--- src/verilog/alu_cfg.svh ---
// ALU configuration constants
// Operand width, flag byte width and the bit-index width used by the
// single-bit operations.

`ifndef ALU_CFG_SVH
`define ALU_CFG_SVH

// operand and result width
`define ALU_DATA_W 32

// S Z 0 H 0 V N C
`define ALU_FLAG_W 8

// bit index taken from op1 for BIT, SET, RES and CHG
`define ALU_BIT_IDX_W 4

`endif
--- src/verilog/alu_pkg.sv ---
// ALU package
// Operation codes, the one-hot operand width code and the bit positions
// of each flag inside the flag byte.

package alu_pkg;

    typedef enum logic [5:0] {
        ALU_ADD = 6'd0,
        ALU_ADC = 6'd1,
        ALU_SUB = 6'd2,
        ALU_SBC = 6'd3,
        ALU_CP  = 6'd4,
        ALU_AND = 6'd5,
        ALU_OR  = 6'd6,
        ALU_XOR = 6'd7,
        ALU_RL  = 6'd8,   // through carry
        ALU_RR  = 6'd9,   // through carry
        ALU_RLC = 6'd10,
        ALU_RRC = 6'd11,
        ALU_SLA = 6'd12,
        ALU_SRA = 6'd13,
        ALU_SLL = 6'd14,
        ALU_SRL = 6'd15,
        ALU_BIT = 6'd16,
        ALU_SET = 6'd17,
        ALU_RES = 6'd18,
        ALU_CHG = 6'd19,
        ALU_SCF = 6'd20,
        ALU_RCF = 6'd21,
        ALU_CCF = 6'd22
    } alu_op_t;

    // one-hot, zero means no operation this cycle
    typedef enum logic [2:0] {
        W_NONE = 3'b000,
        W_BYTE = 3'b001,
        W_WORD = 3'b010,
        W_LONG = 3'b100
    } alu_width_t;

    // positions 5 and 3 always read as zero
    localparam int FLAG_S = 7;
    localparam int FLAG_Z = 6;
    localparam int FLAG_H = 4;
    localparam int FLAG_V = 2;
    localparam int FLAG_N = 1;
    localparam int FLAG_C = 0;

endpackage

--- src/verilog/alu_top.sv ---
// ALU top level
// Connects the add/subtract, logic and shift units to the result and
// flag register. Results and flags appear one clock after the operands.

`include "alu_cfg.svh"

module alu_top (
    input  logic                   clk,
    input  logic                   rst,
    input  logic [`ALU_DATA_W-1:0] op0,
    input  logic [`ALU_DATA_W-1:0] op1,
    input  alu_pkg::alu_op_t       op,
    input  alu_pkg::alu_width_t    w,
    output logic [`ALU_DATA_W-1:0] dout,
    output logic [`ALU_FLAG_W-1:0] flags,
    output alu_pkg::alu_width_t    res_we
);

    logic [`ALU_DATA_W-1:0] arith_sum, logic_result, shift_result;
    logic                   arith_half, arith_carry, arith_overflow;
    logic                   tested_bit, shift_out, carry_flag;

    alu_arith u_arith (
        .op0        (op0),
        .op1        (op1),
        .op         (op),
        .w          (w),
        .carry_in   (carry_flag),
        .sum        (arith_sum),
        .half_carry (arith_half),
        .carry      (arith_carry),
        .overflow   (arith_overflow)
    );

    alu_logic u_logic (
        .op0        (op0),
        .op1        (op1),
        .op         (op),
        .result     (logic_result),
        .tested_bit (tested_bit)
    );

    alu_shift u_shift (
        .op0        (op0),
        .op         (op),
        .w          (w),
        .carry_in   (carry_flag),
        .result     (shift_result),
        .shift_out  (shift_out)
    );

    alu_writeback u_writeback (
        .clk            (clk),
        .rst            (rst),
        .op             (op),
        .w              (w),
        .arith_sum      (arith_sum),
        .arith_half     (arith_half),
        .arith_carry    (arith_carry),
        .arith_overflow (arith_overflow),
        .logic_result   (logic_result),
        .tested_bit     (tested_bit),
        .shift_result   (shift_result),
        .shift_out      (shift_out),
        .carry_flag     (carry_flag),
        .dout           (dout),
        .flags          (flags),
        .res_we         (res_we)
    );

endmodule

--- src/verilog/alu_writeback.sv ---
// ALU result and flag register
// Picks the result of the unit that serves the current operation, works
// out sign, zero and parity at the operand width, applies the flag update
// for the operation and registers dout, the flag byte and the write strobe.

`include "alu_cfg.svh"

module alu_writeback (
    input  logic                   clk,
    input  logic                   rst,
    input  alu_pkg::alu_op_t       op,
    input  alu_pkg::alu_width_t    w,
    input  logic [`ALU_DATA_W-1:0] arith_sum,
    input  logic                   arith_half,
    input  logic                   arith_carry,
    input  logic                   arith_overflow,
    input  logic [`ALU_DATA_W-1:0] logic_result,
    input  logic                   tested_bit,
    input  logic [`ALU_DATA_W-1:0] shift_result,
    input  logic                   shift_out,
    output logic                   carry_flag,
    output logic [`ALU_DATA_W-1:0] dout,
    output logic [`ALU_FLAG_W-1:0] flags,
    output alu_pkg::alu_width_t    res_we
);

    logic [`ALU_DATA_W-1:0] rslt;
    logic [`ALU_FLAG_W-1:0] nx_flags;
    logic                   is_arith, is_logic, is_bitop, is_shift, writes;
    logic                   r_sign, r_zero, r_even;
    alu_pkg::alu_width_t    nx_we;

    assign is_arith = op inside {alu_pkg::ALU_ADD, alu_pkg::ALU_ADC, alu_pkg::ALU_SUB,
                                 alu_pkg::ALU_SBC, alu_pkg::ALU_CP};
    assign is_logic = op inside {alu_pkg::ALU_AND, alu_pkg::ALU_OR, alu_pkg::ALU_XOR};
    assign is_bitop = op inside {alu_pkg::ALU_SET, alu_pkg::ALU_RES, alu_pkg::ALU_CHG};
    assign is_shift = op inside {alu_pkg::ALU_RL, alu_pkg::ALU_RR, alu_pkg::ALU_RLC,
                                 alu_pkg::ALU_RRC, alu_pkg::ALU_SLA, alu_pkg::ALU_SRA,
                                 alu_pkg::ALU_SLL, alu_pkg::ALU_SRL};

    // CP, BIT and the carry-flag ops only touch the flags
    assign writes = (is_arith && op != alu_pkg::ALU_CP) || is_logic || is_bitop || is_shift;
    assign nx_we  = writes ? w : alu_pkg::W_NONE;

    assign rslt = is_arith              ? arith_sum    :
                  is_logic || is_bitop  ? logic_result :
                  is_shift              ? shift_result : dout;

    assign r_sign = w[0] ? rslt[7] : w[1] ? rslt[15] : rslt[31];
    assign r_zero = w[0] ? rslt[7:0] == 8'd0 : w[1] ? rslt[15:0] == 16'd0 : rslt == '0;
    assign r_even = w[0] ? ~^rslt[7:0] : ~^rslt[15:0]; // V for logic and shifts

    assign carry_flag = flags[alu_pkg::FLAG_C];

    always_comb begin
        nx_flags = flags;
        if (is_arith) begin
            nx_flags[alu_pkg::FLAG_S] = r_sign;
            nx_flags[alu_pkg::FLAG_Z] = r_zero;
            nx_flags[alu_pkg::FLAG_H] = arith_half;
            nx_flags[alu_pkg::FLAG_V] = arith_overflow;
            nx_flags[alu_pkg::FLAG_N] = op != alu_pkg::ALU_ADD && op != alu_pkg::ALU_ADC;
            nx_flags[alu_pkg::FLAG_C] = arith_carry;
        end else if (is_logic || is_shift) begin
            nx_flags[alu_pkg::FLAG_S] = r_sign;
            nx_flags[alu_pkg::FLAG_Z] = r_zero;
            nx_flags[alu_pkg::FLAG_H] = op == alu_pkg::ALU_AND;
            nx_flags[alu_pkg::FLAG_V] = r_even;
            nx_flags[alu_pkg::FLAG_N] = 1'b0;
            nx_flags[alu_pkg::FLAG_C] = is_shift & shift_out;
        end else begin
            case (op)
                alu_pkg::ALU_BIT: begin
                    nx_flags[alu_pkg::FLAG_Z] = ~tested_bit;
                    nx_flags[alu_pkg::FLAG_H] = 1'b1;
                    nx_flags[alu_pkg::FLAG_N] = 1'b0;
                end
                alu_pkg::ALU_SCF, alu_pkg::ALU_RCF: begin
                    nx_flags[alu_pkg::FLAG_C] = op == alu_pkg::ALU_SCF;
                    nx_flags[alu_pkg::FLAG_H] = 1'b0;
                    nx_flags[alu_pkg::FLAG_N] = 1'b0;
                end
                alu_pkg::ALU_CCF: begin
                    nx_flags[alu_pkg::FLAG_C] = ~flags[alu_pkg::FLAG_C];
                    nx_flags[alu_pkg::FLAG_N] = 1'b0;
                end
                default: ; // SET, RES and CHG keep the flags
            endcase
        end
    end

    always_ff @(posedge clk or posedge rst) begin
        if (rst) begin
            dout   <= '0;
            flags  <= '0;
            res_we <= alu_pkg::W_NONE;
        end else begin
            res_we <= nx_we;
            if (nx_we != alu_pkg::W_NONE)
                dout <= rslt;
            if (w != alu_pkg::W_NONE) // idle cycles leave the flags alone
                flags <= nx_flags;
        end
    end

endmodule

--- src/verilog/alu_shift.sv ---
// ALU shifter
// One-position rotates and shifts at byte, word or long width. The bit
// entering at the free end is the old carry, the sign bit, the wrapped
// bit or zero depending on the operation; the bit pushed out is reported.

`include "alu_cfg.svh"

module alu_shift (
    input  logic [`ALU_DATA_W-1:0] op0,
    input  alu_pkg::alu_op_t       op,
    input  alu_pkg::alu_width_t    w,
    input  logic                   carry_in,
    output logic [`ALU_DATA_W-1:0] result,
    output logic                   shift_out
);

    logic op0_s, msb_in, lsb_in, left;

    assign op0_s = w[0] ? op0[7] : w[1] ? op0[15] : op0[31]; // msb at width

    assign left = op == alu_pkg::ALU_RL  || op == alu_pkg::ALU_RLC ||
                  op == alu_pkg::ALU_SLA || op == alu_pkg::ALU_SLL;

    assign msb_in = op == alu_pkg::ALU_RR  ? carry_in :
                    op == alu_pkg::ALU_SRA ? op0_s    :
                    op == alu_pkg::ALU_RRC ? op0[0]   : 1'b0;

    assign lsb_in = op == alu_pkg::ALU_RL  ? carry_in :
                    op == alu_pkg::ALU_RLC ? op0_s    : 1'b0;

    always_comb begin
        result = op0;
        if (left) begin
            shift_out = op0_s;
            if (w[0])
                result[7:0] = {op0[6:0], lsb_in};
            else if (w[1])
                result[15:0] = {op0[14:0], lsb_in};
            else
                result = {op0[30:0], lsb_in};
        end else begin
            shift_out = op0[0];
            if (w[0])
                result[7:0] = {msb_in, op0[7:1]};
            else if (w[1])
                result[15:0] = {msb_in, op0[15:1]};
            else
                result = {msb_in, op0[31:1]};
        end
    end

endmodule

--- src/verilog/alu_logic.sv ---
// ALU logic unit
// Bitwise AND, OR and XOR, and the single-bit SET, RES and CHG edits of
// op0 at the index held in the low bits of op1. The indexed bit of op0 is
// also given out for BIT.

`include "alu_cfg.svh"

module alu_logic (
    input  logic [`ALU_DATA_W-1:0] op0,
    input  logic [`ALU_DATA_W-1:0] op1,
    input  alu_pkg::alu_op_t       op,
    output logic [`ALU_DATA_W-1:0] result,
    output logic                   tested_bit
);

    logic [`ALU_BIT_IDX_W-1:0] idx;

    assign idx        = op1[`ALU_BIT_IDX_W-1:0];
    assign tested_bit = op0[idx]; // BIT reads op0 only

    always_comb begin
        result = op0;
        case (op)
            alu_pkg::ALU_AND: begin
                result = op0 & op1;
            end
            alu_pkg::ALU_OR: begin
                result = op0 | op1;
            end
            alu_pkg::ALU_XOR: begin
                result = op0 ^ op1;
            end
            alu_pkg::ALU_SET: begin
                result[idx] = 1'b1;
            end
            alu_pkg::ALU_RES: begin
                result[idx] = 1'b0;
            end
            alu_pkg::ALU_CHG: begin
                result[idx] = ~op0[idx];
            end
            default: begin
                result = op0;
            end
        endcase
    end

endmodule

--- src/verilog/alu_arith.sv ---
// ALU adder and subtractor
// Adds or subtracts op1 from op0 with an optional carry for ADC/SBC.
// The nibble, byte, word and upper-half chain gives the half carry and
// the carry at each width; overflow comes from a sign-extended result.

`include "alu_cfg.svh"

module alu_arith (
    input  logic [`ALU_DATA_W-1:0] op0,
    input  logic [`ALU_DATA_W-1:0] op1,
    input  alu_pkg::alu_op_t       op,
    input  alu_pkg::alu_width_t    w,
    input  logic                   carry_in,
    output logic [`ALU_DATA_W-1:0] sum,
    output logic                   half_carry,
    output logic                   carry,
    output logic                   overflow
);

    logic [`ALU_DATA_W:0] ext0, ext1, ext_r;
    logic c4, c8, c16, c32;
    logic cin, is_sub, r_sign;

    function automatic logic [`ALU_DATA_W:0] extend(input logic [`ALU_DATA_W-1:0] x,
                                                     input alu_pkg::alu_width_t wd);
        if (wd[0])
            return {{25{x[7]}}, x[7:0]};
        else if (wd[1])
            return {{17{x[15]}}, x[15:0]};
        return {x[31], x};
    endfunction

    assign cin    = carry_in & (op == alu_pkg::ALU_ADC || op == alu_pkg::ALU_SBC);
    assign is_sub = op == alu_pkg::ALU_SUB || op == alu_pkg::ALU_SBC || op == alu_pkg::ALU_CP;
    assign ext0   = extend(op0, w);
    assign ext1   = extend(op1, w);

    always_comb begin
        if (is_sub) begin // top bit of each slice is the borrow
            {c4,  sum[3:0]}   = {1'b0, op0[3:0]}   - {1'b0, op1[3:0]}   - {4'd0, cin};
            {c8,  sum[7:4]}   = {1'b0, op0[7:4]}   - {1'b0, op1[7:4]}   - {4'd0, c4};
            {c16, sum[15:8]}  = {1'b0, op0[15:8]}  - {1'b0, op1[15:8]}  - {8'd0, c8};
            {c32, sum[31:16]} = {1'b0, op0[31:16]} - {1'b0, op1[31:16]} - {16'd0, c16};
            ext_r = ext0 - ext1 - {32'd0, cin};
        end else begin
            {c4,  sum[3:0]}   = {1'b0, op0[3:0]}   + {1'b0, op1[3:0]}   + {4'd0, cin};
            {c8,  sum[7:4]}   = {1'b0, op0[7:4]}   + {1'b0, op1[7:4]}   + {4'd0, c4};
            {c16, sum[15:8]}  = {1'b0, op0[15:8]}  + {1'b0, op1[15:8]}  + {8'd0, c8};
            {c32, sum[31:16]} = {1'b0, op0[31:16]} + {1'b0, op1[31:16]} + {16'd0, c16};
            ext_r = ext0 + ext1 + {32'd0, cin};
        end
    end

    assign r_sign     = w[0] ? sum[7] : w[1] ? sum[15] : sum[31];
    assign half_carry = c4;
    assign carry      = w[0] ? c8 : w[1] ? c16 : c32;
    assign overflow   = ext_r[`ALU_DATA_W] ^ r_sign; // true sign vs sign at width

endmodule

--- config.mk ---
export PLATFORM = sky130hd
export DESIGN_NAME = alu_top
export DESIGN_NICKNAME = d
export VERILOG_FILES = /design/src/verilog/alu_pkg.sv /design/src/verilog/alu_top.sv /design/src/verilog/alu_writeback.sv /design/src/verilog/alu_shift.sv /design/src/verilog/alu_logic.sv /design/src/verilog/alu_arith.sv
export VERILOG_INCLUDE_DIRS = /design/src /design/src/verilog
export SDC_FILE = /design/constraint.sdc
export NUM_CORES = 1
export LEC_CHECK = 0
export BUFFER_PORTS_ARGS = -buffer_cell sky130_fd_sc_hd__buf_2
export CAP_MARGIN = 30
export CORE_ASPECT_RATIO = 0.8
export CORE_MARGIN = 1.5
export CORE_UTILIZATION = 30
export CTS_CLUSTER_DIAMETER = 120
export CTS_CLUSTER_SIZE = 28
export DETAILED_ROUTE_END_ITERATION = 12
export PLACE_DENSITY_LB_ADDON = 0.25
export SLEW_MARGIN = 20
export SYNTH_ARGS = -nofsm -noshare
export SYNTH_HDL_FRONTEND = slang
export SYNTH_SLANG_ARGS = --single-unit
--- constraint.sdc ---
create_clock -name clk -period 7.7 [get_ports clk]
set_input_delay 0 -clock clk [delete_from_list [all_inputs] [get_ports clk]]
set_output_delay 0 -clock clk [all_outputs]
set_load 0.01 [all_outputs]
* After elaboration in Yosys (flattened, before gate mapping)
Cells that the tools add are included.
Storage, ports and cells: register bits 41, bits of input ports 75, output and inout port bits 43, word-level logic and storage cells 163
Cells by class: add/subtract/negate cells 20, order comparisons 2, eq/ne operators 24, mux-type cells 60, bitwise gates (word level) 11, reductions and logical operators 39
Operator list (count):
- two-way mux 33 bit | 7
- case mux 32 bit (6 select lines) | 1
- two-way mux 32 bit | 5
- bitwise AND 32 bit | 2
- equality test 6 x 4 -> 1 bit, second input constant | 8
- two-way mux 16 bit | 3
- two-way mux 24 bit | 2
- equality test 6 x 5 -> 1 bit, second input constant | 7
- adder 33 x 1 -> 33 bit | 1
- adder 33 bit | 1
- subtractor 33 x 1 -> 33 bit | 1
- subtractor 33 bit | 1
- bitwise mux 32 bit | 1
- zero test 32 bit | 1
- two-way mux 1 bit | 32
- inverter 16 -> 32 bit | 1
- bitwise OR 32 x 16 -> 32 bit | 1
- bitwise OR 32 bit | 1
- bitwise XOR 32 bit | 1
- equality test 6 x 3 -> 1 bit, second input constant | 4
- nonzero test 3 bit | 6
- adder 16 x 16 -> 17 bit | 1
- adder 17 x 1 -> 17 bit | 1
- subtractor 16 x 16 -> 17 bit | 1
- other kinds (39) | 66

* Longest topological paths before layout
depth in word-level cells 15, mapped depth 40, gate-level depth less buffers 37

* Hierarchy
From an unflattened synthesis, not the netlist that was laid out.
Unflattened totals: cell total of the unflattened synthesis 1656, area total of the unflattened synthesis 11785.1 um^2
Modules (own cells, without submodules):
- alu_arith | instances 1, cells an instance 806, area an instance 5654.2 um^2, seq. area each 0.0 um^2
- alu_writeback | instances 1, cells an instance 389, area an instance 2925.3 um^2, seq. area each 1026.0 um^2
- alu_logic | instances 1, cells an instance 344, area an instance 2422.3 um^2, seq. area each 0.0 um^2
- alu_shift | instances 1, cells an instance 117, area an instance 783.3 um^2, seq. area each 0.0 um^2

* Least setup slack after synthesis
OpenSTA, ideal clock, no wires.
path kind input to register, start point input op[0], end point register u_writeback.flags[0], library setup time 0.126 ns, arrival 8.647 ns, path slack -1.072 ns, stages 40, cell sequence clkbuf_1 buf_1 clkbuf_1 clkbuf_1 nand3_1 fa_1 fa_1 o21a_1 nor2_1 xnor2_1 fa_1 inv_1 fa_1 nand2b_1 a21oi_1 xnor2_1 fa_1 fa_1 [4 not listed] a21o_1 a21oi_1 xnor2_1 fa_1 inv_1 ha_1 nor2_1 fa_1 nand2b_1 a31o_1 a221o_1 a211oi_1 o21bai_1 a2111o_1 a21o_1 a21o_1 a221oi_1 o21ai_1
On the way: word-level cells in the longest chain between the ends 11, elaborated cells on any way between the ends 51, those cells by class 8 x add/sub; 18 x eq/ne; 9 x mux; 2 x bitwise; 14 x reduce/logical
Ends and longest elaborated chain:
- from (decl) | line alu_top.sv:12 | input alu_pkg::alu_op_t op,
- equality test 6 x 1 -> 1 bit or equality test 6 x 2 -> 1 bit (tied branches) | line alu_writeback.sv:33, alu_arith.sv:33, alu_arith.sv:34
- logical OR 1 bit | line alu_arith.sv:33 | assign cin = carry_in & (op == alu_pkg::ALU_ADC || op == alu_pkg::ALU_SBC);
- bitwise AND 1 bit | line alu_arith.sv:33
- adder 5 x 1 -> 5 bit or subtractor 5 x 1 -> 5 bit (tied branches) | line alu_arith.sv:46, alu_arith.sv:40
- adder 5 x 1 -> 5 bit or subtractor 5 x 1 -> 5 bit (tied branches) | line alu_arith.sv:47, alu_arith.sv:41
- adder 9 x 1 -> 9 bit or subtractor 9 x 1 -> 9 bit (tied branches) | line alu_arith.sv:48, alu_arith.sv:42
- adder 17 x 1 -> 17 bit or subtractor 17 x 1 -> 17 bit (tied branches) | line alu_arith.sv:49, alu_arith.sv:43
- two-way mux 1 bit | line alu_arith.sv:39 | if (is_sub) begin
- two-way mux 1 bit (2 in series) | line alu_arith.sv:56 | assign carry = w[0] ? c8 : w[1] ? c16 : c32;
- two-way mux 3 bit | line alu_writeback.sv:57 | if (is_arith) begin
- to (signal assigned) | line alu_writeback.sv:102 | flags <= nx_flags;
- to (decl) | line alu_writeback.sv:23 | output logic [`ALU_FLAG_W-1:0] flags,
Several ways; a longest one is shown, not always the timed one. A chain may end at the register's enable or synchronous reset.

* Final worst setup path
start point register u_writeback.flags[0], end point register u_writeback.flags[0]
On the way: word-level cells in the longest chain between the ends 9, elaborated cells on any way between the ends 18, those cells by class 8 x add/sub; 8 x mux; 2 x bitwise
Ends and longest elaborated chain (line):
- bitwise AND 1 bit | alu_arith.sv:33
- adder 5 x 1 -> 5 bit or subtractor 5 x 1 -> 5 bit (tied branches) | alu_arith.sv:46, alu_arith.sv:40
- adder 5 x 1 -> 5 bit or subtractor 5 x 1 -> 5 bit (tied branches) | alu_arith.sv:47, alu_arith.sv:41
- adder 9 x 1 -> 9 bit or subtractor 9 x 1 -> 9 bit (tied branches) | alu_arith.sv:48, alu_arith.sv:42
- adder 17 x 1 -> 17 bit or subtractor 17 x 1 -> 17 bit (tied branches) | alu_arith.sv:49, alu_arith.sv:43
- two-way mux 1 bit | alu_arith.sv:39
- two-way mux 1 bit (2 in series) | alu_arith.sv:56
- two-way mux 3 bit (*) | alu_writeback.sv:57
Mark *: on every way between the ends. The rest lies on a longest branch, timed or not.

==> metrics.md <==
| Metric | Value |
|---|---|
| Grt met2 use | `0.347` |
| Fraction of synthesized area in multiplexers | `0.0639` |
| Rows | `62` |
| Die width | `216 um` |
| RSZ-0062 raised after global routing | `true` |
| First-pass GRT wire length | `67200 um` |
| Synth Area per Inst | `7.40 um2` |
| Yosys synthesis warning count | `0` |
| Largest net degree at the start of global routing | `56` |
| Async SR Flop Fraction | `1.00` |
| Routing usage on met3 | `0.0404` |
| Min setup slack post-route | `-387 ps` |
| CP max FO | `2` |
| Max incr delay on CP | `500 ps` |
| XOR/XNOR share of the synthesized area | `0.0362` |
| Cell Pwr Density | `147 nW/um2` |
| Post-Synth Simple-Gate Area | `0.151` |
| Share of cells above drive strength 1 | `0.172` |
| Adder-cell area share of the yosys netlist | `0.265` |
| Min cycle time layout | `8090 ps` |
| GP Congestion | `0.962` |
| Vias in the first global route | `11.0k` |
| Crit path launch type | `flip-flop` |
| Core area | `35800 um2` |
| Antenna viol nets, final | `0` |
| Io pins | `118` |
| Synth area leaders | `ha_1, dfrtp_1, inv_1` |
| Post-route cell area | `12800 um2` |
| Maxcap violations | `0` |
| Gr busiest metal | `met2` |
| Gr ovfl total | `0` |
| DRC viols | `0` |
| Hold Vio Cnt, Final | `0` |
| Initial DRT Pass Iterations | `6` |
| Synth Cell Area | `10900 um2` |
| Status | `finished with violations` |
| Drt wl/cell | `21.3 um` |
| Final-report max-slew violation count | `0` |
| Total Wirelength | `44600 um` |
| EDFF count, synth | `0` |
| WP data required | `7870 ps` |
| Worst min path class | `in -> reg` |
| Synth Register Bits | `41` |
| Post-synthesis compound-gate area fraction | `0.299` |
| P&R area growth vs syn | `17.6%` |
| CTS HTree Levels | `2` |
| Final #Nets | `1904` |
| Setup slack, reg-to-reg | `-390 ps` |
| CP Capture Type | `flip-flop` |
| Total number of vias | `11.7k` |
| Crit path DAT | `8260 ps` |
| Most common cell in the netlist | `ha_1` |
| Slew headroom | `0.414` |
| Most used cell, CP | `fa_2` |
| Clock skew | `5.51 ps` |
| Worst-margin pin slew | `876 ps` |
| Skew-Pair Late Insertion Delay | `300 ps` |
| Root buf cell | `clkbuf_16` |
| Initial antenna violation count | `4` |
| Final period utilization | `1.05` |
| CP max stage cell | `fa_1` |
| Placed Area | `12500 um2` |
| Synth cell types | `80` |
| Register area share after synthesis | `0.0943` |
| Cell count after synthesis | `1470` |
| Overall global routing resource usage | `0.230` |
| Pleak | `6.16 nW` |
| Vias per inst | `5.58` |
| DP Cell Count | `2067` |
| CTS buffer count | `5` |
| Final setup fails | `4` |
| Die H | `173 um` |
| Die area | `37400 um2` |
| Top FF cell, synth | `dfrtp_1` |
| CTS tree | `done` |
| Clock Pin Slew Worst Setup and Hold Paths | `70 ps` |
| DP HPWL | `35000 um` |
| Maximum VDD drop | `0.108 mV` |
| Failing checks | `negative setup slack` |
| CTS sink cnt | `41` |
| Starting Density | `0.304` |
| Post-synth top area cell | `ha_1` |
| Commonest cells post-synth | `ha_1, inv_1, nand2_1` |
| Largest family of logic cells by synthesized area | `compound AO/OA/AOI/OAI gates` |
| Non-Filler Instances | `2091` |
| Yosys top cell area share | `0.236` |
| Number of port buffers | `115` |
| DRT iter0 DRCs | `1386` |
| Kind of critical path | `reg -> reg` |
| Fmax | `124 MHz` |
| GR Layer Usage met1 | `0.344` |
| Clock tree buffer depth | `2` |
[layer usage]
layer,up-vias,part of all wire
met5,-,0.00027
met4,2,0.016
met3,47,0.084
met2,512,0.42
met1,5538,0.48
li1,5567,-
[layout make-up]
class	count	area, um2
Multi-Input combinational cell	1173	9060
Antenna cell	3	7.51
Sequential cell	41	1030
Tap cell	480	601
Timing Repair Buffer	205	1280
Clock buffer	7	143
Fill cell	3840	23000
Inverter	182	683
[where the power goes]
part / internal, mW / switching, mW
clock network: 0.128 / 0.104
registers: 0.278 / 0.0706
logic: 0.561 / 0.735
[state kept, by name, indices dropped and copies added, names as in the netlist]
register,cells
u_writeback.flags,6
u_writeback.dout,32
u_writeback.res_we,3
[worst max-delay path: cells and delay by family, from the launching register on]
family                   cells  cell delay (ps)
AO/OA/AOI/OAI               16             3280
XOR/XNOR                     3              510
adder cells (fa/ha/maj)      9             3010
buffers and inverters        1               40
flip-flops                   1              340
AND/OR/NAND/NOR              7              760
[cell families after synthesis]
kind of cell / count (synthesis)
xor gates and xnor gates: 45
AOI/OAI and AO/OA: 491
muxes: 62
adders and majority gates: 221
buffers and inverters: 257
and+or+nand+nor: 352
other: 1
DFF: 41
[worst paths after layout]
check	depth (start not counted)	from	to
setup / recovery	36	u_writeback.flags[0]$_DFFE_PP0P_	u_writeback.flags[0]$_DFFE_PP0P_
hold / removal	2	w[2]	u_writeback.res_we[2]$_DFF_PP0_
setup reg to reg	36	u_writeback.flags[0]$_DFFE_PP0P_	u_writeback.flags[0]$_DFFE_PP0P_
hold reg to reg	2	u_writeback.flags[1]$_DFFE_PP0P_	u_writeback.flags[1]$_DFFE_PP0P_
max in group asynchronous	4	rst	u_writeback.dout[12]$_DFFE_PP0P_
min in group asynchronous	3	rst	u_writeback.res_we[2]$_DFF_PP0_
[placed cells by master, fill, tap and decap left out, types with 41 or more instances in the layout]
cell type	n
nand2_1	129
inv_1	179
o21ai_0	102
mux2i_1	47
buf_2	116
ha_1	203
buf_4	86
dfrtp_1	41
a21oi_1	105
nor2_1	90
[through the flow]
| stage | utilization | setup WS [ps] | TNS (ps) | power, mW | hold WS [ps] |
|---|---|---|---|---|---|
| floorplan | - | -46.5 | -46.5 | 1.15 | 129 |
| global placement | 0.348 | -600 | -2000 | 1.58 | 296 |
| detailed placement | 0.348 | -659 | -2760 | 1.60 | -0.488 |
| CTS | 0.355 | -334 | -564 | 1.86 | 28.5 |
| global route | 0.357 | -804 | -3860 | 2.03 | 35.2 |
| finish | 0.357 | -387 | -652 | 1.88 | 43.6 |
[timing repair]
action | in CTS | in global routing
hold buffers | 1 | 0
pin swaps | 28 | 4
buffers inserted | 8 | 3
gates resized for setup | 15 | 3
hold endpoints to repair | 13 | 0
endpoints found under the setup margin | 10 | 10
Note: power is estimated with default switching activity, not from simulation.
